<file path="src/edp_params.svh">
`ifndef EDP_PARAMS_SVH
`define EDP_PARAMS_SVH

// Data word width, one machine word
`define WORD_W 36

// Halfword width for left/right write enables
`define HALF_W (`WORD_W / 2)

// Fast memory depth in words
`define FM_DEPTH 16

// FM address width derived from depth
`define FM_ADR_W $clog2(`FM_DEPTH)

// Diagnostic register selector width
`define DIAG_W 3

`endif
</file>
<file path="src/edpPkg.sv">
`include "edp_params.svh"

package edpPkg;

  // Bit 0 is the sign bit, as on the real machine
  typedef logic [0:`WORD_W-1] tWord;
  typedef logic [0:`HALF_W-1] tHalf;
  typedef logic [`FM_ADR_W-1:0] tFmAdr;

  typedef enum logic [1:0] {adaAR, adaARX, adaMQ, adaZero} tAdaSel;
  typedef enum logic [1:0] {adbFM, adbBR, adbBRx2, adbARx4} tAdbSel;

  typedef enum logic [2:0] {
    aluAdd, aluSub, aluAnd, aluOr, aluXor, aluPassA
  } tAluFunc;

  typedef enum logic [1:0] {arCache, arAd, arEbus, arMq} tArSel;
  typedef enum logic [1:0] {mqHold, mqLoad, mqShl, mqShr} tMqFunc;

  // Diagnostic read selector, same order as the hardware DIAG function
  typedef enum logic [`DIAG_W-1:0] {
    diagAR, diagBR, diagMQ, diagFM, diagBRX, diagARX, diagAD, diagZero
  } tDiagSel;

  typedef struct packed {
    tAdaSel  ada;
    tAdbSel  adb;
    tAluFunc aluFunc;
    logic    carryIn;
    tArSel   arSel;
    logic    arLoad;
    logic    arxLoad;
    logic    brLoad;
    logic    brxLoad;
    tMqFunc  mqFunc;
    tFmAdr   fmAdr;
    logic    fmWriteL;
    logic    fmWriteR;
  } tMicroWord;

  // What a peer offers the EBUS arbiter
  typedef struct packed {
    logic req;
    tWord data;
  } tBusReq;

  typedef enum logic [1:0] {ownNone, ownEdp, ownTime} tOwner;

endpackage

</file>
<file path="src/ebusArbiter.sv">
`timescale 1ns/10ps

module ebusArbiter (
  input  logic           CLK,
  input  logic           arstN,
  input  edpPkg::tBusReq edpReq,
  input  edpPkg::tBusReq tbReq,
  output logic           edpGrant,
  output logic           tbGrant,
  output edpPkg::tWord   ebusData,
  output logic           ebusValid,
  output edpPkg::tOwner  ebusOwner
);
  import edpPkg::*;

  // Set when the data path owned the bus last
  logic lastEdp;
  logic pickEdp;
  logic pickTb;

  // No new grant in a bus cycle, the owner drops req at its end
  always_comb begin
    pickEdp = 1'b0;
    pickTb  = 1'b0;
    if (!ebusValid) begin
      if (edpReq.req && tbReq.req) begin
        pickEdp = !lastEdp;
        pickTb  = lastEdp;
      end else begin
        pickEdp = edpReq.req;
        pickTb  = tbReq.req;
      end
    end
  end

  always_ff @(posedge CLK or negedge arstN) begin
    if (!arstN) begin
      edpGrant <= 1'b0;
      tbGrant  <= 1'b0;
      lastEdp  <= 1'b0;
    end else begin
      edpGrant <= pickEdp;
      tbGrant  <= pickTb;
      if (pickEdp || pickTb) begin
        lastEdp <= pickEdp;
      end
    end
  end

  assign ebusValid = edpGrant | tbGrant;

  always_comb begin
    if (edpGrant) begin
      ebusData  = edpReq.data;
      ebusOwner = ownEdp;
    end else if (tbGrant) begin
      ebusData  = tbReq.data;
      ebusOwner = ownTime;
    end else begin
      ebusData  = '0;
      ebusOwner = ownNone;
    end
  end

  oneOwner: assert property (
    @(posedge CLK) disable iff (!arstN) !(edpGrant && tbGrant)
  ) else $error("ebusArbiter: both peers granted");

endmodule

</file>
<file path="config.mk">
export PLATFORM = sky130hd
export DESIGN_NAME = ebusArbiter
export DESIGN_NICKNAME = d
export VERILOG_FILES = /design/src/edpPkg.sv /design/src/ebusArbiter.sv
export VERILOG_INCLUDE_DIRS = /design/src /design/src/src
export SDC_FILE = /design/constraint.sdc
export NUM_CORES = 1
export LEC_CHECK = 0
export ABC_AREA = 1
export BUFFER_PORTS_ARGS = -buffer_cell sky130_fd_sc_hd__buf_2
export CAP_MARGIN = 40
export CELL_PAD_IN_SITES_DETAIL_PLACEMENT = 0
export CELL_PAD_IN_SITES_GLOBAL_PLACEMENT = 1
export CORE_ASPECT_RATIO = 0.7
export CORE_MARGIN = 2
export CORE_UTILIZATION = 13
export CTS_BUF_LIST = sky130_fd_sc_hd__clkbuf_8 sky130_fd_sc_hd__clkbuf_16
export CTS_CLUSTER_SIZE = 12
export DETAILED_ROUTE_END_ITERATION = 8
export PLACE_DENSITY_LB_ADDON = 0.25
export SETUP_SLACK_MARGIN = 0.4
export SYNTH_ARGS = -nofsm -noshare
export SYNTH_HDL_FRONTEND = slang
export SYNTH_SLANG_ARGS = --single-unit
</file>
<file path="constraint.sdc">
create_clock -name CLK -period 1.7 [get_ports CLK]
set_input_delay 0.085 -clock CLK [delete_from_list [all_inputs] [get_ports CLK]]
set_output_delay 0.085 -clock CLK [all_outputs]
set_load 0.01 [all_outputs]
</file>
# After elaboration in Yosys (flattened, before gate mapping)
# Index checks and enable logic that the tools add are counted.
totals:
  register_bits: 3
  in_bits: 76
  out_inout_bits: 41
  word_cells: 15
op_classes:
  mux: 8
  n_bitwise: 1
  reduce_logical: 3
ops:
  columns: ["operator", "n"]
  rows:
  - ["36-bit two-way mux", 2]
  - ["1-bit two-way mux", 4]
  - ["2-bit two-way mux", 2]
  - ["1-bit logical AND", 1]
  - ["1-bit zero test", 1]
  - ["1-bit logical OR", 1]
  - ["1-bit OR", 1]

# Depth between registers and ports, before layout
logic_depth:
  ltp_word: 4
  ltp_mapped: 6
  depth_no_buf: 5

# Worst setup path before layout
# No wires, ideal clock.
synth_timing:
  path_type: "reg-to-output"
  from: "reg edpGrant"
  to: "out ebusData[24]"
  arrival_time_ps: 959
  setup_slack_ps: 656
  stages_incl_launch_ff: 7
  cell_sequence: "dfrtp_1 > inv_1 > nand2_1 > inv_2 > buf_4 > nand2_1 > nand2_1"
synth_via:
  elab_chain_len: 1
synth_lines:
  columns: ["item", "line", "rtl"]
  rows:
  - ["from (decl)", "ebusArbiter.sv:8", "output logic edpGrant,"]
  - ["from (signal assigned)", "ebusArbiter.sv:42", "edpGrant <= pickEdp;"]
  - ["36-bit two-way mux", "ebusArbiter.sv:53", "if (edpGrant) begin"]
  - ["to (decl)", "ebusArbiter.sv:10", "output edpPkg::tWord ebusData,"]
# No other way between the ends.

# Worst setup path after layout
layout_timing:
  from: "reg tbGrant"
  to: "out ebusData[35]"
layout_via:
  elab_chain_len: 2
layout_lines:
  columns: ["item", "line", "rtl"]
  rows:
  - ["from (decl)", "ebusArbiter.sv:9", "output logic tbGrant,"]
  - ["from (signal assigned)", "ebusArbiter.sv:43", "tbGrant <= pickTb;"]
  - ["36-bit two-way mux", "ebusArbiter.sv:56", "end else if (tbGrant) begin"]
  - ["36-bit two-way mux", "ebusArbiter.sv:53", null]
# No other way between the ends.

==> results_dict.tcl <==
set metrics [dict create \
    synth_area_leaders "nand2_1 (72%), dfrtp_1 (13%), buf_4 (6.3%)" \
    min_period_ns 1.31 \
    postRouteAntennaNets 0 \
    place_inst 302 \
    insertion_delay_ns 0.22 \
    tightestPinTransition_ns 0.229 \
    wl_um 2840 \
    grt_pass1_wl_um 3910 \
    yosysWarnings 0 \
    via_count 1168 \
    max_cap_viol_count 0 \
    cts_max_level 1 \
    slew_headroom_pct 84.8 \
    routedWlPerCell_um 9.12 \
    routabilityCongestion 0.714 \
    layout.cells.non_filler 311 \
    final.fill_count 497 \
    fp.dieH_um 60.7 \
    synth.top_cell.area_share_pct 72.3 \
    fin_ws_ns 0.389 \
    crit_arrival_ns 1.23 \
    cp.required_ns 1.62 \
    drt-initial-drc-count 23 \
    n_antenna_cell 0 \
    synth_edf_count 0 \
    setup_violations 0 \
    startpoint_type "flop" \
    powerDensity_nw_per_um2 1090 \
    reg2reg_slack_ns 0.64 \
    synth.most_common_cell "nand2_1" \
    status "finished, final reports clean" \
    cp_max_fo 9 \
    syn_area_per_cell_um2 4.42 \
    placed_area_um2 1220 \
    peakVddDrop_mv 0.493 \
    grtUsageTotal_pct 9.28 \
    synth_top_area_cell "nand2_1" \
    grt_max_degree 24 \
    finalHoldViolations 0 \
    multi_input_area_um2 485 \
    hp-class "in -> reg" \
    ys_ff_latch 3 \
    rows 20 \
    ys_seq_area_share_pct 12.6 \
    dp_hpwl_um 2010 \
    synth_area_um2 597 \
    ctsRootBufferMaster "clkbuf_8" \
    clk_pin_slew_ns 0.03 \
    synth_nets 211 \
    io_pins 117 \
    synth_common_cells "nand2_1 (115), inv_1 (6), buf_4 (5)" \
    via_per_inst 3.76 \
    dr.pass1.iters 5 \
    dieArea_um2 5160 \
    clock_path_buffers 2 \
    period_share_pct 77.1 \
    design_area_um2 1450 \
    drive_gt1_share_pct 54.7 \
    endpoint_kind "primary output" \
    p_leak_nw 1.03 \
    port_buffers 116 \
    die_w_um 85.0 \
    rsz0062_at_grt "true" \
    cts_tree "yes" \
    initial_core_util_pct 13.6 \
    clock_sinks 3 \
    tns_ns 0 \
    synthFlopType "dfrtp_1" \
    seqCellArea_um2 75.1 \
    layout.nets 333 \
    post-route-drc-count 0 \
    grt_remaining_overflow 0 \
    async_reset_ff_share_pct 100 \
    slew_violations 0 \
    coreArea_um2 4380 \
    finClkSkew_ns 0.00148 \
    place_ws_ns 0.601 \
    fmax_ghz 0.763 \
    worstSetupPathType "reg -> out" \
    antenna_found_initial 0 \
    synth_cells 135 \
    cts_inserted_buffers 3 \
    syn2layout_area_growth_pct 143 \
    whs_ns 0.154 \
    grt_pass1_vias 977 \
    yosys.cell_types.count 8 \
]
layout make-up:
cell class	count	area share [%]
clock buffers	3	2.84
clock inverters	1	0.258
inverters	7	2.15
multi-input cells	117	33.4
flip-flops and latches	3	5.17
well taps	55	4.74
repair buffers	125	51.4
routing by layer:
metal  vias to the layer above  global-route usage [%]  routed length [µm]
met5                         -                       0                   0
met4                         0                    4.08                  31
met1                       463                    11.1                1220
met3                         4                    2.31                 308
met2                        66                    16.2                1280
li1                        635                       -                   -
cells by family after synthesis:
family	share of synthesized area, %
flip-flops	12.6
buffers and inverters	13.2
AND/OR/NAND/NOR	74.2
final timing paths:
path	startpoint	end	cells after the start
worst min-delay path	tbReq[36]	tbGrant	3
worst min register to register	lastEdp	lastEdp	2
worst max-delay path	tbGrant	ebusData[35]	6
worst max register to register	edpGrant	lastEdp	5
min in group asynchronous	arstN	edpGrant	2
max in group asynchronous	arstN	lastEdp	2
critical path, stage by stage, from the launching register on:
cell	delay, ns
dfrtp_1	0.40
nand2_2	0.10
clkinv_4	0.10
clkbuf_16	0.18
nand2_1	0.06
nand2_1	0.04
buf_2	0.13
registers in the layout, indices dropped and copies added, names as in the netlist:
register / flops
edpGrant: 1
lastEdp: 1
tbGrant: 1
power by group:
part	total (mW)	switching (mW)	leakage, nW	internal (mW)
clock network	0.203	0.0492	0.0269	0.154
logic	1.27	0.673	0.962	0.594
registers	0.116	0.0172	0.0372	0.0989
layout by cell type, fill, tap and decap left out:
master / synthesis / routed
nand2_1: 115 / 104
buf_12: 0 / 2
clkbuf_8: 0 / 3
nand2_2: 0 / 8
nor2_2: 1 / 1
clkbuf_16: 0 / 3
nand3_1: 1 / 1
buf_4: 5 / 3
inv_1: 6 / 7
nand2_4: 0 / 3
dlygate4sd3_1: 0 / 1
clkinv_4: 0 / 1
buf_2: 3 / 113
buf_6: 0 / 3
dfrtp_1: 3 / 3
what timing repair did:
action / 4_1_cts / 5_1_grt
pin swaps: 0 / 0
setup endpoints to repair: 32 / 36
gates resized for setup: 2 / 23
gates cloned: 0 / 3
setup buffers: 0 / 1
hold endpoints to repair: 3 / 0
hold buffers: 1 / 0
through the flow:
step           power [mW]  util, %
2_1_floorplan       0.728        -
3_3_place_gp         1.17     27.9
3_5_place_dp         1.15     27.9
4_1_cts              1.37     29.4
5_1_grt              1.75     33.2
6_report             1.59     33.2
No activity file was read; power rests on OpenSTA's default activity.
