==> src/edp_params.svh <==
`ifndef EDP_PARAMS_SVH
`define EDP_PARAMS_SVH

// Data word width, one machine word
`define WORD_W 36

// Halfword width for left/right write enables
`define HALF_W (`WORD_W / 2)

// Fast memory depth in words
`define FM_DEPTH 16

// FM address width derived from depth
`define FM_ADR_W $clog2(`FM_DEPTH)

// Diagnostic register selector width
`define DIAG_W 3

`endif
==> src/edpPkg.sv <==
`include "edp_params.svh"

package edpPkg;

  // Bit 0 is the sign bit, as on the real machine
  typedef logic [0:`WORD_W-1] tWord;
  typedef logic [0:`HALF_W-1] tHalf;
  typedef logic [`FM_ADR_W-1:0] tFmAdr;

  typedef enum logic [1:0] {adaAR, adaARX, adaMQ, adaZero} tAdaSel;
  typedef enum logic [1:0] {adbFM, adbBR, adbBRx2, adbARx4} tAdbSel;

  typedef enum logic [2:0] {
    aluAdd, aluSub, aluAnd, aluOr, aluXor, aluPassA
  } tAluFunc;

  typedef enum logic [1:0] {arCache, arAd, arEbus, arMq} tArSel;
  typedef enum logic [1:0] {mqHold, mqLoad, mqShl, mqShr} tMqFunc;

  // Diagnostic read selector, same order as the hardware DIAG function
  typedef enum logic [`DIAG_W-1:0] {
    diagAR, diagBR, diagMQ, diagFM, diagBRX, diagARX, diagAD, diagZero
  } tDiagSel;

  typedef struct packed {
    tAdaSel  ada;
    tAdbSel  adb;
    tAluFunc aluFunc;
    logic    carryIn;
    tArSel   arSel;
    logic    arLoad;
    logic    arxLoad;
    logic    brLoad;
    logic    brxLoad;
    tMqFunc  mqFunc;
    tFmAdr   fmAdr;
    logic    fmWriteL;
    logic    fmWriteR;
  } tMicroWord;

  // What a peer offers the EBUS arbiter
  typedef struct packed {
    logic req;
    tWord data;
  } tBusReq;

  typedef enum logic [1:0] {ownNone, ownEdp, ownTime} tOwner;

endpackage

==> src/edpCore.sv <==
`timescale 1ns/10ps

module edpCore (
  input  logic              CLK,
  input  logic              arstN,
  input  edpPkg::tMicroWord uop,
  input  edpPkg::tWord      cacheData,
  input  edpPkg::tWord      ebusIn,
  input  edpPkg::tWord      fm,
  input  edpPkg::tWord      ad,
  input  logic              adCarry,
  input  logic              diagRead,
  input  edpPkg::tDiagSel   diagSel,
  input  logic              grant,
  output edpPkg::tWord      adA,
  output edpPkg::tWord      adB,
  output edpPkg::tWord      ar,
  output edpPkg::tBusReq    busReq
);
  import edpPkg::*;

  tWord arx;
  tWord br;
  tWord brx;
  tWord mq;

  tWord arIn;
  tWord mqNext;
  tWord diagData;

  // AR source mux
  always_comb begin
    case (uop.arSel)
      arCache: arIn = cacheData;
      arAd:    arIn = ad;
      arEbus:  arIn = ebusIn;
      default: arIn = mq;
    endcase
  end

  // MQ behaves like a universal shift register
  always_comb begin
    case (uop.mqFunc)
      mqLoad:  mqNext = ad;
      mqShl:   mqNext = {mq[1:35], adCarry};
      // Right shift keeps the sign
      mqShr:   mqNext = {mq[0], mq[0:34]};
      default: mqNext = mq;
    endcase
  end

  always_ff @(posedge CLK or negedge arstN) begin
    if (!arstN) begin
      ar  <= '0;
      arx <= '0;
      br  <= '0;
      brx <= '0;
      mq  <= '0;
    end else begin
      if (uop.arLoad) begin
        ar <= arIn;
      end
      if (uop.arxLoad) begin
        arx <= ad;
      end
      if (uop.brLoad) begin
        br <= ar;
      end
      if (uop.brxLoad) begin
        brx <= arx;
      end
      mq <= mqNext;
    end
  end

  // ADA mux
  always_comb begin
    case (uop.ada)
      adaAR:   adA = ar;
      adaARX:  adA = arx;
      adaMQ:   adA = mq;
      default: adA = '0;
    endcase
  end

  // ADB mux, the shifted forms borrow low bits from the X register
  always_comb begin
    case (uop.adb)
      adbFM:   adB = fm;
      adbBR:   adB = br;
      adbBRx2: adB = {br[1:35], brx[0]};
      default: adB = {ar[2:35], arx[0:1]};
    endcase
  end

  // Diagnostic register select
  always_comb begin
    case (diagSel)
      diagAR:  diagData = ar;
      diagBR:  diagData = br;
      diagMQ:  diagData = mq;
      diagFM:  diagData = fm;
      diagBRX: diagData = brx;
      diagARX: diagData = arx;
      diagAD:  diagData = ad;
      default: diagData = '0;
    endcase
  end

  // Hold the request until the arbiter grants it, a read during
  // the grant cycle chains straight into the next request
  always_ff @(posedge CLK or negedge arstN) begin
    if (!arstN) begin
      busReq <= '0;
    end else if (diagRead && (!busReq.req || grant)) begin
      busReq.req  <= 1'b1;
      busReq.data <= diagData;
    end else if (grant) begin
      busReq.req <= 1'b0;
    end
  end

  reqHeldUntilGrant: assert property (
    @(posedge CLK) disable iff (!arstN)
    busReq.req && !grant |=> busReq.req && $stable(busReq.data)
  ) else $error("edpCore: EBUS request changed before grant");

endmodule

==> config.mk <==
export PLATFORM = sky130hd
export DESIGN_NAME = edpCore
export DESIGN_NICKNAME = d
export VERILOG_FILES = /design/src/edpPkg.sv /design/src/edpCore.sv
export VERILOG_INCLUDE_DIRS = /design/src /design/src/src
export SDC_FILE = /design/constraint.sdc
export NUM_CORES = 1
export LEC_CHECK = 0
export ABC_AREA = 1
export BUFFER_PORTS_ARGS = -buffer_cell sky130_fd_sc_hd__buf_2
export CELL_PAD_IN_SITES_DETAIL_PLACEMENT = 1
export CELL_PAD_IN_SITES_GLOBAL_PLACEMENT = 1
export CORE_ASPECT_RATIO = 0.9
export CORE_MARGIN = 1
export CORE_UTILIZATION = 41
export CTS_BUF_LIST = sky130_fd_sc_hd__clkbuf_16
export DETAILED_ROUTE_END_ITERATION = 6
export PLACE_DENSITY = 0.95
export SYNTH_ARGS = -nofsm -noshare
export SYNTH_HDL_FRONTEND = slang
export SYNTH_SLANG_ARGS = --single-unit
==> constraint.sdc <==
create_clock -name CLK -period 2.8 [get_ports CLK]
set_input_delay 0.42 -clock CLK [delete_from_list [all_inputs] [get_ports CLK]]
set_output_delay 0.42 -clock CLK [all_outputs]
set_load 0.05 [all_outputs]
Yosys cells after proc, flatten, opt, wreduce, memory -nomap -nowiden
Cells that the tools add are included.

operators by class
  muxes and demuxes = 7
  eq/ne operators = 15
  reduce and logical (&&, ||, !) cells = 11
  bitwise operators = 1

operators with widths
  cell                                                             number
  36-bit one-hot mux with 3 select lines                           4
  36-bit one-hot mux with 7 select lines                           1
  2-bit == test, second input constant                             5
  3-bit == test, second input constant                             3
  2-bit by 1-bit == test with 1-bit output, second input constant  4
  3-bit by 2-bit == test with 1-bit output, second input constant  2
  2-bit logical NOT                                                3
  2-bit nonzero test                                               2
  3-bit by 1-bit == test with 1-bit output, second input constant  1
  3-bit logical NOT                                                1
  3-bit nonzero test                                               1
  1-bit two-way mux                                                2
  2-bit AND reduction                                              1
  1-bit logical AND                                                1
  1-bit logical NOT                                                1
  1-bit logical OR                                                 1
  1-bit NOT                                                        1

storage, ports and cells
  register bits = 217
  word-level logic and storage cells = 42
  input bits = 174
  output and inout port bits = 145

Longest topological paths before layout
  depth after elaboration = 4
  mapped depth = 10

Least setup slack after synthesis
No wires, ideal clock.

  path type = in2out
  start = in uop[20] (netlist name)
  end = out adA[10]
  stages on the path = 5
  required time = 2380 ps
  setup slack = 455 ps
  data arrival time = 1925 ps
  path through = inv_1 or2_2 clkbuf_1 clkbuf_1 o221ai_1

between the ends
  word-level cells in the longest chain between the ends = 2

RTL lines
  what                                        RTL line       text
  start: declaration                          edpCore.sv:6   input edpPkg::tMicroWord uop,
  2-bit == test (tied with other cells)       edpCore.sv:78  case (uop.ada)
  36-bit one-hot mux with 3 select lines (*)  edpCore.sv:78
  end: declaration                            edpCore.sv:15  output edpPkg::tWord adA,

Every way passes the cells marked *; elsewhere a longest branch is shown, timed or not.

Final worst setup path
  start = in uop[20] (netlist name)
  end = out adA[18]

Same word-level chain as after synthesis.

==> impl_metrics.yaml <==
timing:
  fin_ws_ns: 0.347
  post-route-min-period_ns: 2.45
  clock-skew-final_ns: 0.0266
  final-setup-viol-count: 0
  fin_crit_sh_pct: 87.6
  setup_tns_ns: 0
  maxSlewViolCount: 0
  rsz0062_at_grt: "no"
  max_freq_mhz: 408
  hold_viol: 0
  relSlewSlack_pct: 34.6
  worst_pin_slew_ns: 0.980
synth:
  yosysMostFrequentCell: "nand2_1"
  yosys-top-cells-count: "nand2_1 (628), dfrtp_1 (217), nor2_1 (157)"
  async_reset_ff_share_pct: 100
  synth_area_um2: 13300
  syn_nets: 2084
  seq_area_frac_synth_pct: 40.9
  synth_top_area_cell: "dfrtp_1"
  synth_top_flop_cell: "dfrtp_1"
  ys.warnings.count: 0
  yosys-top-cells-area: "dfrtp_1 (41%), nand2_1 (18%), nand4_1 (6.8%)"
  synth_edf_count: 0
  ys_seq_elements: 217
  synth_cells: 1907
  synth_top_area_share_pct: 40.9
  syn_avg_cell_area_um2: 6.96
  synth_cell_type_count: 25
cells_and_area:
  drive_above_1_share_pct: 18.7
  area_growth_pct: 20.7
  layout.nets: 2309
placement:
  portBuffers: 308
  dp_slack_ns: 0.397
  gp_congestion: 0.904
  dpl.hpwl_um: 38700
detailed_routing:
  detail_route.first_pass.iterations: 5
  routed_wl_um: 59500
  wire_per_inst_um: 23.1
  ant_nets: 0
  drt-met1-wl_um: 23100
  route.met2.wl_um: 28200
  dr_wl_met3_um: 5280
  detail_route.iter0.violations: 1458
  drcViolationCount: 0
  routed_via_density: 6.28
  vias: 16200
  maxUsedRoutingLayer: "met5"
clock_network:
  cts_tree: "built"
  clock-sinks: 217
  cts_root_buffer: "clkbuf_16"
  cts_setup_buffers: 0
  clk_latency_ns: 0.55
  htreeDepth: 1
  path_clk_slew_ns: 0.06
  numCtsBuffers: 26
  clk_path_buf_depth: 3
setup_path:
  crit_fanout: 36
  worstSetupPathType: "in -> out"
  cp-startpoint: "uop[20]"
  rrSetupSlack_ns: 1.06
  r2r_end: "busReq[2]"
  startpoint_type: "primary input"
  r2r.worst_path.cells: 6
  worstPathRequired_ns: 2.38
  cp-end-kind: "output port"
  r2r_start: "busReq[36]"
  critPathArrivalTime_ns: 2.03
pwr:
  peakVddDrop_v: 0.000441
  powerDensity_nw_per_um2: 658
  p_leak_nw: 8.18
grt:
  grt_max_degree: 109
  grt_pass1_wl_um: 91600
  grt.total_usage_pct: 35.4
  overflow: 0
  grt_antenna_before_repair: 10
  grt_pass1_vias: 16600
hold_path:
  holdCritStartpoint: "ad[20]"
  holdPathStages: 3
  hold_path_class: "in -> reg"
  hold_path_end: "arx[20]"
job:
  drv_cap: 0
floorplanning:
  std_cell_rows: 62
  start_util_pct: 41.6
  coreArea_um2: 31900
  die_w_um: 192
  dieArea_um2: 33100
  die_y_um: 173
  pin_count: 319
outcome:
  status: "completed"
flip-flops by register name (all words and copies together), names as in the netlist:
name    flops
busReq     37
ar         36
arx        36
br         36
brx        36
mq         36
worst max-delay path by stage:
stage | depth (start not counted) | to | slack, ns
after floorplan | 5 | adA[10] | 0.45
after global placement | 5 | adA[13] | 0.44
after detailed placement | 5 | adA[13] | 0.40
after CTS | 5 | adA[13] | 0.39
after global routing | 5 | adA[17] | 0.30
final | 5 | adA[18] | 0.35
layout by cell type (no fill, tap or decap), types with 5 or more instances in the layout:
cell / count
o221ai_1: 36
a21oi_1: 91
clkinv_2: 5
o22ai_1: 21
dfrtp_1: 217
nand2_1: 626
clkinv_1: 9
o2111ai_1: 15
nor2_1: 155
inv_1: 139
a32oi_1: 35
nor2_4: 7
clkbuf_16: 26
nand4_1: 145
o21ai_0: 126
buf_4: 36
diode_2: 10
nand3_1: 107
buf_2: 305
o22a_1: 24
buf_12: 11
routing by layer:
layer,up-vias,GRT usage (%)
li1,6928,-
met1,8043,45.2
met5,-,0
met2,984,56.5
met3,218,6.49
met4,2,19.2
metrics by stage:
| step | total power, mW | area, um2 | utilization [%] | instances | hold WS [ns] |
|---|---|---|---|---|---|
| floorplan | 6.15 | 13300 | - | 1907 | 0.124 |
| global placement | 7.18 | 15200 | 47.7 | 2519 | 0.409 |
| detailed placement | 7.33 | 15200 | 47.7 | 2519 | 0.414 |
| CTS | 10.5 | 16000 | 50.1 | 2565 | 0.116 |
| global route | 10.9 | 16000 | 50.2 | 2572 | 0.149 |
| finish | 10.5 | 16000 | 50.2 | 2575 | 0.133 |
report_power, final:
part | leakage, nW | internal [mW] | switching [mW]
sequential | 2.60 | 3.56 | 0.385
combinational | 5.18 | 0.821 | 2.60
clock | 0.400 | 1.76 | 1.42
total | 8.18 | 6.14 | 4.40
kinds of logic after synthesis:
family                     synth area share [%]
and+or+nand+nor                            33.5
AOI/OAI and AO/OA                          16.5
buffers and inverters                      8.82
DFF                                        40.9
adders and majority gates                 0.283
critical path: stages:
cell,delay [ns]
buf_2,0.12
inv_1,0.07
or2_2,0.76
o221ai_1,0.34
buf_2,0.31
cell type report:
cell class	count	area [um2]
timing repair buffer	354	2040
multi-input combinational	1396	6710
tap	416	520
clock inverter	19	115
clock buffer	26	651
antenna	10	25.0
sequential	217	5430
fill	4171	15900
inverter	137	515
repair_timing:
item	CTS	global route
gates resized for setup	0	0
setup endpoints to repair	0	0
hold buffers	1	0
hold endpoints to repair	58	0
Power figures use the tool's default switching activity.
