## src/edp_params.svh

```systemverilog
`ifndef EDP_PARAMS_SVH
`define EDP_PARAMS_SVH

// Data word width, one machine word
`define WORD_W 36

// Halfword width for left/right write enables
`define HALF_W (`WORD_W / 2)

// Fast memory depth in words
`define FM_DEPTH 16

// FM address width derived from depth
`define FM_ADR_W $clog2(`FM_DEPTH)

// Diagnostic register selector width
`define DIAG_W 3

`endif
```

## src/edpPkg.sv

```systemverilog
`include "edp_params.svh"

package edpPkg;

  // Bit 0 is the sign bit, as on the real machine
  typedef logic [0:`WORD_W-1] tWord;
  typedef logic [0:`HALF_W-1] tHalf;
  typedef logic [`FM_ADR_W-1:0] tFmAdr;

  typedef enum logic [1:0] {adaAR, adaARX, adaMQ, adaZero} tAdaSel;
  typedef enum logic [1:0] {adbFM, adbBR, adbBRx2, adbARx4} tAdbSel;

  typedef enum logic [2:0] {
    aluAdd, aluSub, aluAnd, aluOr, aluXor, aluPassA
  } tAluFunc;

  typedef enum logic [1:0] {arCache, arAd, arEbus, arMq} tArSel;
  typedef enum logic [1:0] {mqHold, mqLoad, mqShl, mqShr} tMqFunc;

  // Diagnostic read selector, same order as the hardware DIAG function
  typedef enum logic [`DIAG_W-1:0] {
    diagAR, diagBR, diagMQ, diagFM, diagBRX, diagARX, diagAD, diagZero
  } tDiagSel;

  typedef struct packed {
    tAdaSel  ada;
    tAdbSel  adb;
    tAluFunc aluFunc;
    logic    carryIn;
    tArSel   arSel;
    logic    arLoad;
    logic    arxLoad;
    logic    brLoad;
    logic    brxLoad;
    tMqFunc  mqFunc;
    tFmAdr   fmAdr;
    logic    fmWriteL;
    logic    fmWriteR;
  } tMicroWord;

  // What a peer offers the EBUS arbiter
  typedef struct packed {
    logic req;
    tWord data;
  } tBusReq;

  typedef enum logic [1:0] {ownNone, ownEdp, ownTime} tOwner;

endpackage

```

## src/timeBase.sv

```systemverilog
`timescale 1ns/10ps

module timeBase (
  input  logic           CLK,
  input  logic           arstN,
  input  logic           load,
  input  edpPkg::tWord   loadValue,
  input  logic           read,
  input  logic           grant,
  output edpPkg::tBusReq busReq
);
  import edpPkg::*;

  tWord count;

  // Free running, load wins over the increment
  always_ff @(posedge CLK or negedge arstN) begin
    if (!arstN) begin
      count <= '0;
    end else if (load) begin
      count <= loadValue;
    end else begin
      count <= count + 1'b1;
    end
  end

  // Snapshot of the count, held until granted
  always_ff @(posedge CLK or negedge arstN) begin
    if (!arstN) begin
      busReq <= '0;
    end else if (read && (!busReq.req || grant)) begin
      busReq.req  <= 1'b1;
      busReq.data <= count;
    end else if (grant) begin
      busReq.req <= 1'b0;
    end
  end

endmodule

```

## config.mk

```make
export PLATFORM = sky130hd
export DESIGN_NAME = timeBase
export DESIGN_NICKNAME = d
export VERILOG_FILES = /design/src/edpPkg.sv /design/src/timeBase.sv
export VERILOG_INCLUDE_DIRS = /design/src /design/src/src
export SDC_FILE = /design/constraint.sdc
export NUM_CORES = 1
export LEC_CHECK = 0
export ABC_AREA = 1
export ABC_CLOCK_PERIOD_IN_PS = 2000
export CAP_MARGIN = 20
export CORE_ASPECT_RATIO = 0.7
export CORE_MARGIN = 4
export CORE_UTILIZATION = 50
export CTS_CLUSTER_SIZE = 24
export DETAILED_ROUTE_END_ITERATION = 6
export DONT_BUFFER_PORTS = 1
export PLACE_DENSITY = 0.7
export SLEW_MARGIN = 25
export SYNTH_ARGS = -nofsm -noshare
export SYNTH_HDL_FRONTEND = slang
export SYNTH_SLANG_ARGS = --single-unit
```

## constraint.sdc

```tcl
create_clock -name CLK -period 2 [get_ports CLK]
set_clock_uncertainty 0.15 [all_clocks]
set_input_delay 0.6 -clock CLK [delete_from_list [all_inputs] [get_ports CLK]]
set_output_delay 0.6 -clock CLK [all_outputs]
set_load 0.01 [all_outputs]
```

# Word-level counts from Yosys, hierarchy flattened
# Index checks and enable logic that the tools add are counted.
# Widths: inputs -> output; s select.
# classes
add_sub_neg	1
n_mux	3
n_reduce_logical	4
# op_table
cell	count
$add 36x1->36 const B	1
$mux 36	1
$mux 1	2
$reduce_bool 2->1	1
$logic_and 1x1->1	1
$logic_not 1->1	1
$logic_or 1x1->1	1
# word_totals
regBits	73
input_bits	41

# Depth between registers and ports, before layout
# Gate-level depths: netlist (run 1).
# logic_depth
ltp_word	4
ltp_mapped	10
mapped_depth_nobuf	10

# Worst setup path after synthesis (run 1)
# Ideal clock, no wire load.
# synth_path
path_type	input-to-reg
from	input grant
to	register busReq[1] (netlist name)
setup_slack_ns	0.423
cell_stages	5
arrival_time_ns	1.302
required_ns	1.725
cell_sequence	inv_1 > nand2_1 > nand2_1 > buf_2 > mux2_2
# synth_via
elab_chain_cells	2
# synth_lines
element	line_no	rtl
start: declaration	timeBase.sv:9	input logic grant,
$logic_or 1x1->1	timeBase.sv:31	end else if (read && (!busReq.req || grant)) begin
$logic_and 1x1->1	timeBase.sv:31	
end: declaration	timeBase.sv:10	output edpPkg::tBusReq busReq
# Every way passes these cells.
# A chain may end at the register's enable or synchronous reset.

# Final worst setup path (run 1)
# layout_path
from	register count[1]
to	register count[20]
# layout_via
elab_chain_cells	2
# layout_lines
element	line_no	rtl
start: declaration	timeBase.sv:14	tWord count;
start signal: assignment	timeBase.sv:21	count <= loadValue;
start signal: assignment	timeBase.sv:23	count <= count + 1'b1;
$add 36x1->36	timeBase.sv:23	
$mux 36	timeBase.sv:20	end else if (load) begin
# Every way passes these cells.

==> results of run 1 <==
==> cells in the mapped netlist, drive strengths merged <==
library cell	count
a31oi	8
nand4	2
nand2	180
xor2	13
ha	1
inv	40
nand3b	1
buf	6
dfrtp	73
clkbuf	9
o21ai	45
mux2	6
a21oi	7
nand3	19
o21a	1
nor2	64
and2	1
==> flip-flops by register name, indices dropped and copies added (netlist names) <==
name / flops
busReq: 37
count: 36
==> power breakdown <==
part	leakage, nW	switching (W)	internal (W)
registers	0.879	0.000224	0.00167
logic	0.902	0.000241	0.000152
clock network	0.0822	0.000545	0.000474
==> per-stage QoR <==
step	hold slack [ns]	total power, W
2_1_floorplan	0.154	0.00219
3_3_place_gp	0.157	0.00229
3_5_place_dp	0.157	0.00231
4_1_cts	-0.245	0.00334
5_1_grt	-0.243	0.00348
6_report	-0.223	0.00330
==> cells by family (layout without fill, tap and decap cells) <==
logic type               after synthesis  in the layout  share of synthesized area (%)
multiplexers                           6              6                           1.83
buffers and inverters                 55             59                           5.94
adder cells (fa/ha/maj)                1              1                          0.339
XOR/XNOR                              13             13                           3.09
AO/OA/AOI/OAI                         61             61                           8.62
flip-flops                            73             73                           49.5
AND/OR/NAND/NOR                      267            267                           30.6
==> layer usage <==
metal  vias up  share of wire (%)  global-route usage (%)
met4         0                1.8                    8.24
met5         -                  0                       0
met1      1422                 50                    31.8
li1       1489                  -                       -
met3        15                9.1                    7.50
met2       131                 39                    30.0
==> how the worst max path moves through the flow <==
stage	from	depth (start not counted)	end
final	count[1]$_DFF_PN0_	9	count[20]$_DFF_PN0_
after global routing	count[0]$_DFF_PN0_	7	count[28]$_DFF_PN0_
after CTS	count[1]$_DFF_PN0_	7	count[12]$_DFF_PN0_
after detailed placement	count[1]$_DFF_PN0_	7	count[12]$_DFF_PN0_
after global placement	count[0]$_DFF_PN0_	7	count[12]$_DFF_PN0_
after floorplan	grant	5	busReq[1]$_DFFE_PN0P_
==> final cells by class <==
type	count	area share, %
clock buffer	12	3.68
clock inverter	3	0.444
inverter	40	3.81
multi-input combinational	348	41.7
sequential	73	46.3
tap	94	2.98
timing repair buffer	4	1.08
==> impl_metrics.csv, run 1 <==
group,metric,value,unit
clock_network,clk_pin_slew,0.08,ns
clock_network,cts_resized,0,
finish,final_cells,574,
synthesis,synth_nets,518,
finish,regArea,0.00183,mm^2
placed_design,dpl_cell_area,0.00378,mm^2
run,drv_cap,0,
synthesis,syn-cell-area,0.00369,mm^2
sta,worstMarginPinSlew,0.386,ns
floorplan,placementRows,25,
finish,finalNetCount,518,
routing,drtPass1Iterations,6,
clock_network,cts_tree,"done",
worst_setup_path,cp_slowest_stage_delay,0.40,ns
clock_network,insertion_delay,0.36,ns
worst_setup_path,reg2regPathDepth,9,
synthesis,yosysTopAreaCell,"dfrtp_1",
synthesis,synth_top_cell_area_share,49.5,%
worst_setup_path,cp_slowest_cell,"dfrtp_1",
finish,fin_util,56.8,%
clock_network,root_buffer,"clkbuf_8",
sta,slew_headroom,74.1,%
routing,routedWlPerCell,15.9,um
sta,drv_slew,0,
finish,drive_gt1_share,8.54,%
worst_setup_path,crit_path_cell_trace,"ha_1 > nand2_1 > nor2_4 > nand2_4 > nor2_4 > nand2_2 > xor2_1 > nand2_1 > nand2_1",
clock_network,clock_path_buffers,2,
sta,finalSetupTns,0,ns
grt,grt_pass1_wl,15300,um
clock_network,cts_buffers,9,
pwr,powerDensity,838,mW/mm^2
synthesis,ys_ff_latch,73,
synthesis,synth_cell_types,24,
grt,grt_max_degree,74,
routing,ant_nets,0,
finish,syn2layout_area_growth,6.96,%
finish,diodes,0,
worst_setup_path,rr_startpoint,"count[1]$_DFF_PN0_",
floorplan,die_y,79.9,um
routing,drt_iter0_drc,221,
routing,num_vias,3057,
worst_setup_path,crit_top_cell,"nand2_1",
outcome,violations,"negative hold slack",
finish,final_cell_mix,"nand2_1 (171), dfrtp_1 (73), nor2_1 (55), o21ai_0 (44), inv_1 (40)",
grt,grtUsageTotal,21.9,%
grt,grt-ovfl-total,0,
grt,first_global_vias,2984,
grt,antenna_found_initial,0,
worst_setup_path,crit_fanout,6,
finish,fillCellCount,679,
placed_design,place_ws,0.237,ns
worst_setup_path,worstPathRequired,2.10,ns
placed_design,hpwl,6810,um
clock_network,htree_levels,3,
sta,period_minus_slack,1.79,ns
sta,whs,-0.223,ns
synthesis,ys_top_cells_by_area,"dfrtp_1 (50%), nand2_1 (18%), o21ai_0 (6.0%)",
pwr,total_leakage_power,1.86,nW
sta,finalSetupViolCount,0,
floorplan,coreArea,0.00694,mm^2
routing,wirelength,9150,um
floorplan,ios,78,
sta,rsz0062_at_grt,"no",
outcome,status,"finished with violations",
synthesis,syn_avg_cell_area,7.75,um^2
placed_design,gp_congestion,0.878,
finish,multi_input_area,0.00164,mm^2
clock_network,post_cts_buffers,0,
synthesis,yosysSeqAreaShare,49.5,%
worst_setup_path,timing_worst_setup_path_type,"reg2reg",
worst_setup_path,path_buf_inv,0,
worst_setup_path,reg2reg_slack,0.21,ns
worst_hold_path,hold_class,"in2async",
routing,drcViolationCount,0,
synthesis,ys_warn_count,0,
pwr,peakVddDrop,0.000338,V
sta,worst_slack,0.211,ns
floorplan,die_area,0.00883,mm^2
routing,vias_per_cell,5.33,
finish,layout_commonest_cell,"nand2_1",
floorplan,die-width,111,um
sta,fin_crit_sh,89.4,%
sta,max_freq,559,MHz
worst_setup_path,r2r_end,"count[20]$_DFF_PN0_",
floorplan,start_util,53.1,%
placed_design,io_buffers,0,
worst_setup_path,critPathLaunchType,"register",
worst_setup_path,cp-end-kind,"register",
clock_network,clock_sinks,73,
worst_setup_path,arrival,1.89,ns
worst_setup_path,critPathTopFamily,"simple AND/OR/NAND/NOR gates",
synthesis,synthCells,476,
placed_design,placedCellCount,559,
finish,fin_area,0.00394,mm^2
sta,hold_viol_final,73,
No activity file was read; power rests on OpenSTA's default activity.
==> inputs of run 2 (changes only) <==
Settings changed: CORE_ASPECT_RATIO 0.7 to not set, HOLD_SLACK_MARGIN set to 0.1.
==> impl_metrics.csv, run 2 (same netlist as run 1, synthesis figures left out) <==
group,metric,value,unit
sta,fin_crit_sh,88.6,%
sta,max_freq,565,MHz
finish,layout_commonest_cell,"nand2_1",
floorplan,start_util,51.1,%
clock_network,clk_pin_slew,0.08,ns
routing,vias_per_cell,5.14,
pwr,powerDensity,914,mW/mm^2
clock_network,root_buffer,"clkbuf_8",
worst_setup_path,cp-end-kind,"register",
finish,drive_gt1_share,9.52,%
finish,syn2layout_area_growth,9.37,%
sta,worstMarginPinSlew,0.361,ns
grt,grt-ovfl-total,0,
worst_setup_path,crit_start,"count[1]$_DFF_PN0_",
sta,rsz0062_at_grt,"no",
routing,ant_nets,0,
worst_hold_path,hold_class,"in2async",
placed_design,io_buffers,0,
outcome,violations,"negative hold slack",
worst_setup_path,worstPathRequired,2.09,ns
finish,fillCellCount,697,
finish,fin_area,0.00403,mm^2
floorplan,placementRows,31,
pwr,total_leakage_power,1.90,nW
placed_design,hpwl,6890,um
sta,whs,-0.214,ns
worst_setup_path,arrival,1.86,ns
sta,hold_viol_final,73,
grt,antenna_found_initial,0,
clock_network,clock_sinks,73,
floorplan,die_y,93.9,um
finish,diodes,0,
finish,multi_input_area,0.00164,mm^2
routing,drtPass1Iterations,4,
finish,top_register,"busReq",
grt,grtUsageTotal,22.2,%
sta,period_minus_slack,1.77,ns
run,drv_cap,0,
finish,regArea,0.00183,mm^2
clock_network,cts_tree,"done",
worst_setup_path,critPathLaunchType,"register",
finish,largest_reg_flops,37,
floorplan,coreArea,0.00721,mm^2
floorplan,die-width,93.9,um
outcome,status,"finished with violations",
clock_network,insertion_delay,0.35,ns
worst_setup_path,rr_startpoint,"count[1]$_DFF_PN0_",
clock_network,cts_buffers,9,
finish,reg_top3,"busReq (37), count (36)",
routing,num_vias,2991,
worst_setup_path,timing_worst_setup_path_type,"reg2reg",
finish,finalNetCount,520,
clock_network,clock_path_buffers,2,
sta,finalSetupTns,0,ns
routing,wirelength,9110,um
placed_design,dpl_cell_area,0.00379,mm^2
sta,finalSetupViolCount,0,
grt,grt_max_degree,74,
worst_setup_path,reg2regPathDepth,8,
grt,first_global_vias,2943,
floorplan,die_area,0.00881,mm^2
finish,final_cell_mix,"nand2_1 (171), dfrtp_1 (73), nor2_1 (55), o21ai_0 (44), inv_1 (40)",
routing,drt_iter0_drc,183,
grt,grt_pass1_wl,14900,um
pwr,peakVddDrop,0.000480,V
worst_setup_path,r2r_end,"count[34]$_DFF_PN0_",
floorplan,ios,78,
clock_network,htree_levels,3,
sta,drv_slew,0,
routing,routedWlPerCell,15.7,um
routing,drcViolationCount,0,
worst_setup_path,crit_fanout,6,
worst_setup_path,reg2reg_slack,0.23,ns
placed_design,gp_congestion,0.934,
sta,slew_headroom,75.8,%
==> run 2: worst max-delay path, cell delays in order (launching register included) <==
cell and delay [ns]:
dfrtp_1 0.39, ha_1 0.18, nand2_1 0.10, nor2_4 0.19, nand3_1 0.17, nor2_2 0.23, nand3_1 0.11, nand3_1 0.09
nand2_1 0.06
==> run 2: worst max path at each step <==
stage	to	slack (ns)	cells past startpoint
floorplan	busReq[1]$_DFFE_PN0P_	0.42	5
global placement	count[18]$_DFF_PN0_	0.29	7
detailed placement	count[34]$_DFF_PN0_	0.24	8
CTS	count[34]$_DFF_PN0_	0.23	8
global route	count[34]$_DFF_PN0_	0.01	8
finish	count[34]$_DFF_PN0_	0.23	8
==> run 2: where the power goes <==
part / internal, W / switching, W
combinational: 0.000150 / 0.000242
clock: 0.000828 / 0.000574
sequential: 0.00167 / 0.000223
==> run 2: layout make-up <==
cell class | count | area share (%)
clock buffers | 9 | 3.07
flip-flops and latches | 73 | 45.3
multi-input cells | 348 | 40.8
clock inverters | 7 | 2.95
repair buffers | 6 | 1.12
well taps | 99 | 3.07
inverters | 40 | 3.72
==> run 2: routing by layer <==
| metal | vias up | part of all wire (%) | track usage (%) | wire, um |
|---|---|---|---|---|
| li1 | 1495 | - | - | - |
| met1 | 1397 | 48 | 31.5 | 4400 |
| met2 | 90 | 45 | 33.2 | 4060 |
| met3 | 9 | 5.7 | 4.33 | 519 |
| met4 | 0 | 1.4 | 9.03 | 129 |
| met5 | - | 0 | 0 | 0 |
==> run 2: through the flow <==
step	power [W]	utilization, %	hold slack (ns)	setup slack [ns]	cells
detailed placement	0.00231	52.5	0.156	0.245	566
floorplan	0.00219	-	0.154	0.423	476
CTS	0.00371	55.9	-0.229	0.227	582
finish	0.00368	55.9	-0.214	0.229	582
global placement	0.00230	52.5	0.156	0.287	566
global route	0.00386	55.9	-0.230	0.0138	582
==> run 2: timing repair <==
action,CTS,global route
buffers inserted,0,0
hold endpoints to repair,73,73
gates resized for setup,0,0
==> inputs of run 3 (changes only) <==
Settings changed: CELL_PAD_IN_SITES_DETAIL_PLACEMENT set to 1, CELL_PAD_IN_SITES_GLOBAL_PLACEMENT set to 1, CORE_UTILIZATION 50 to 46, PLACE_DENSITY 0.7 to 0.84.
==> impl_metrics.csv, run 3 (same netlist as run 1, synthesis figures left out) <==
group,metric,value,unit
outcome,status,"finished with violations",
outcome,violations,"negative hold slack",
clock_network,clock_path_buffers,2,
placed_design,gp_congestion,0.948,
worst_setup_path,worstPathRequired,2.10,ns
clock_network,root_buffer,"clkbuf_8",
finish,fin_util,52.3,%
clock_network,cts_tree,"done",
floorplan,ios,78,
sta,whs,-0.216,ns
finish,drive_gt1_share,8.96,%
clock_network,clock_sinks,73,
sta,fin_crit_sh,92.9,%
floorplan,die_y,97.5,um
pwr,sw_frac_of_total,26.7,%
pwr,total_power,0.00387,W
finish,fin_area,0.00407,mm^2
worst_setup_path,cp-end-kind,"register",
finish,layout_commonest_cell,"nand2_1",
pwr,peakVddDrop,0.000413,V
placed_design,hpwl,7480,um
finish,final_cell_mix,"nand2_1 (171), dfrtp_1 (73), nor2_1 (55), o21ai_0 (44), inv_1 (40)",
floorplan,placementRows,32,
routing,routedWlPerCell,17.4,um
worst_setup_path,critPathLaunchType,"register",
run,drv_cap,0,
worst_setup_path,crit_fanout,6,
routing,num_vias,3048,
grt,antenna_found_initial,0,
routing,drt_iter0_drc,109,
sta,period_minus_slack,1.86,ns
grt,grt-ovfl-total,0,
clock_network,cts_buffers,9,
pwr,pwr-share-clk,40.8,%
finish,reg_top3,"busReq (37), count (36)",
pwr,powerDensity,953,mW/mm^2
pwr,p_switching,0.00103,W
finish,largest_reg_flops,37,
sta,slew_headroom,74.9,%
sta,drv_slew,0,
routing,wirelength,10100,um
pwr,power_frac_comb,10.3,%
worst_setup_path,arrival,1.96,ns
grt,grt_max_degree,74,
finish,diodes,0,
floorplan,coreArea,0.00777,mm^2
pwr,internal_power,0.00284,W
floorplan,die-width,97.5,um
pwr,total_leakage_power,1.92,nW
routing,vias_per_cell,5.24,
finish,final_cells,582,
routing,drcViolationCount,0,
clock_network,clk_pin_slew,0.08,ns
placed_design,dpl_cell_area,0.00378,mm^2
floorplan,start_util,47.5,%
floorplan,die_area,0.00951,mm^2
worst_hold_path,hold_class,"in2async",
sta,max_freq,538,MHz
grt,grt_pass1_wl,16900,um
sta,rsz0062_at_grt,"yes",
placed_design,io_buffers,0,
routing,ant_nets,0,
sta,hold_viol_final,73,
clock_network,htree_levels,3,
grt,first_global_vias,3311,
worst_setup_path,timing_worst_setup_path_type,"reg2reg",
finish,top_register,"busReq",
pwr,seqPwrFrac,48.8,%
finish,syn2layout_area_growth,10.2,%
sta,worstMarginPinSlew,0.374,ns
clock_network,insertion_delay,0.35,ns
placed_design,placedCellCount,566,
sta,finalSetupViolCount,0,
finish,finalNetCount,517,
routing,drtPass1Iterations,4,
worst_setup_path,reg2regPathDepth,9,
grt,grtUsageTotal,22.0,%
[run 3: final timing paths]
check                                    endpoint                   from  slack (ns)
setup / recovery              count[20]$_DFF_PN0_     count[1]$_DFF_PN0_        0.14
hold / removal                 count[0]$_DFF_PN0_                  arstN       -0.22
setup reg to reg              count[20]$_DFF_PN0_     count[1]$_DFF_PN0_        0.14
hold reg to reg             busReq[9]$_DFFE_PN0P_  busReq[9]$_DFFE_PN0P_        0.41
max in group asynchronous  busReq[29]$_DFFE_PN0P_                  arstN        1.81
min in group CLK              count[18]$_DFF_PN0_                   load        0.20
[run 3: critical path, stage by stage (launching register included)]
cell and delay [ns]:
dfrtp_1 0.42, ha_1 0.19, nand2_1 0.12, nor2_4 0.21
nand2_4 0.09, nor2_4 0.23, nand2_2 0.09, xor2_1 0.15
nand2_1 0.05, nand2_1 0.04
[run 3: area by class of cell]
class / instances / area, um^2
inverters: 40 / 150
flip-flops and latches: 73 / 1830
repair buffers: 3 / 35.0
multi-input cells: 348 / 1650
clock inverters: 5 / 125
fillers: 987 / 3700
well taps: 102 / 128
clock buffers: 11 / 151
[run 3: power groups by stage]
| stage | Clock [W] | Sequential [W] | Combinational, W |
|---|---|---|---|
| 6_report | 0.00158 | 0.00189 | 0.000401 |
| 5_1_grt | 0.00167 | 0.00192 | 0.000467 |
| 4_1_cts | 0.00160 | 0.00190 | 0.000406 |
| 3_5_place_dp | 0 | 0.00192 | 0.000401 |
| 3_3_place_gp | 0 | 0.00191 | 0.000375 |
| 2_1_floorplan | 0 | 0.00187 | 0.000325 |
[run 3: layer usage]
metal,wire length (um),up-vias,track usage [%]
met5,0,-,0
met2,4600,74,34.2
met4,112,0,5.32
met1,4770,1477,30.6
met3,621,10,6.25
li1,-,1487,-
[run 3: repair_timing]
action	in CTS	in global routing
setup buffers	0	0
gates resized for setup	0	1
setup endpoints to repair	0	4
endpoints found under the hold margin	73	73
[run 3: through the flow]
stage	setup TNS [ns]	worst slack, ns
2_1_floorplan	0	0.423
3_3_place_gp	0	0.180
3_5_place_dp	0	0.147
4_1_cts	0	0.106
5_1_grt	-0.00869	-0.00869
6_report	0	0.142
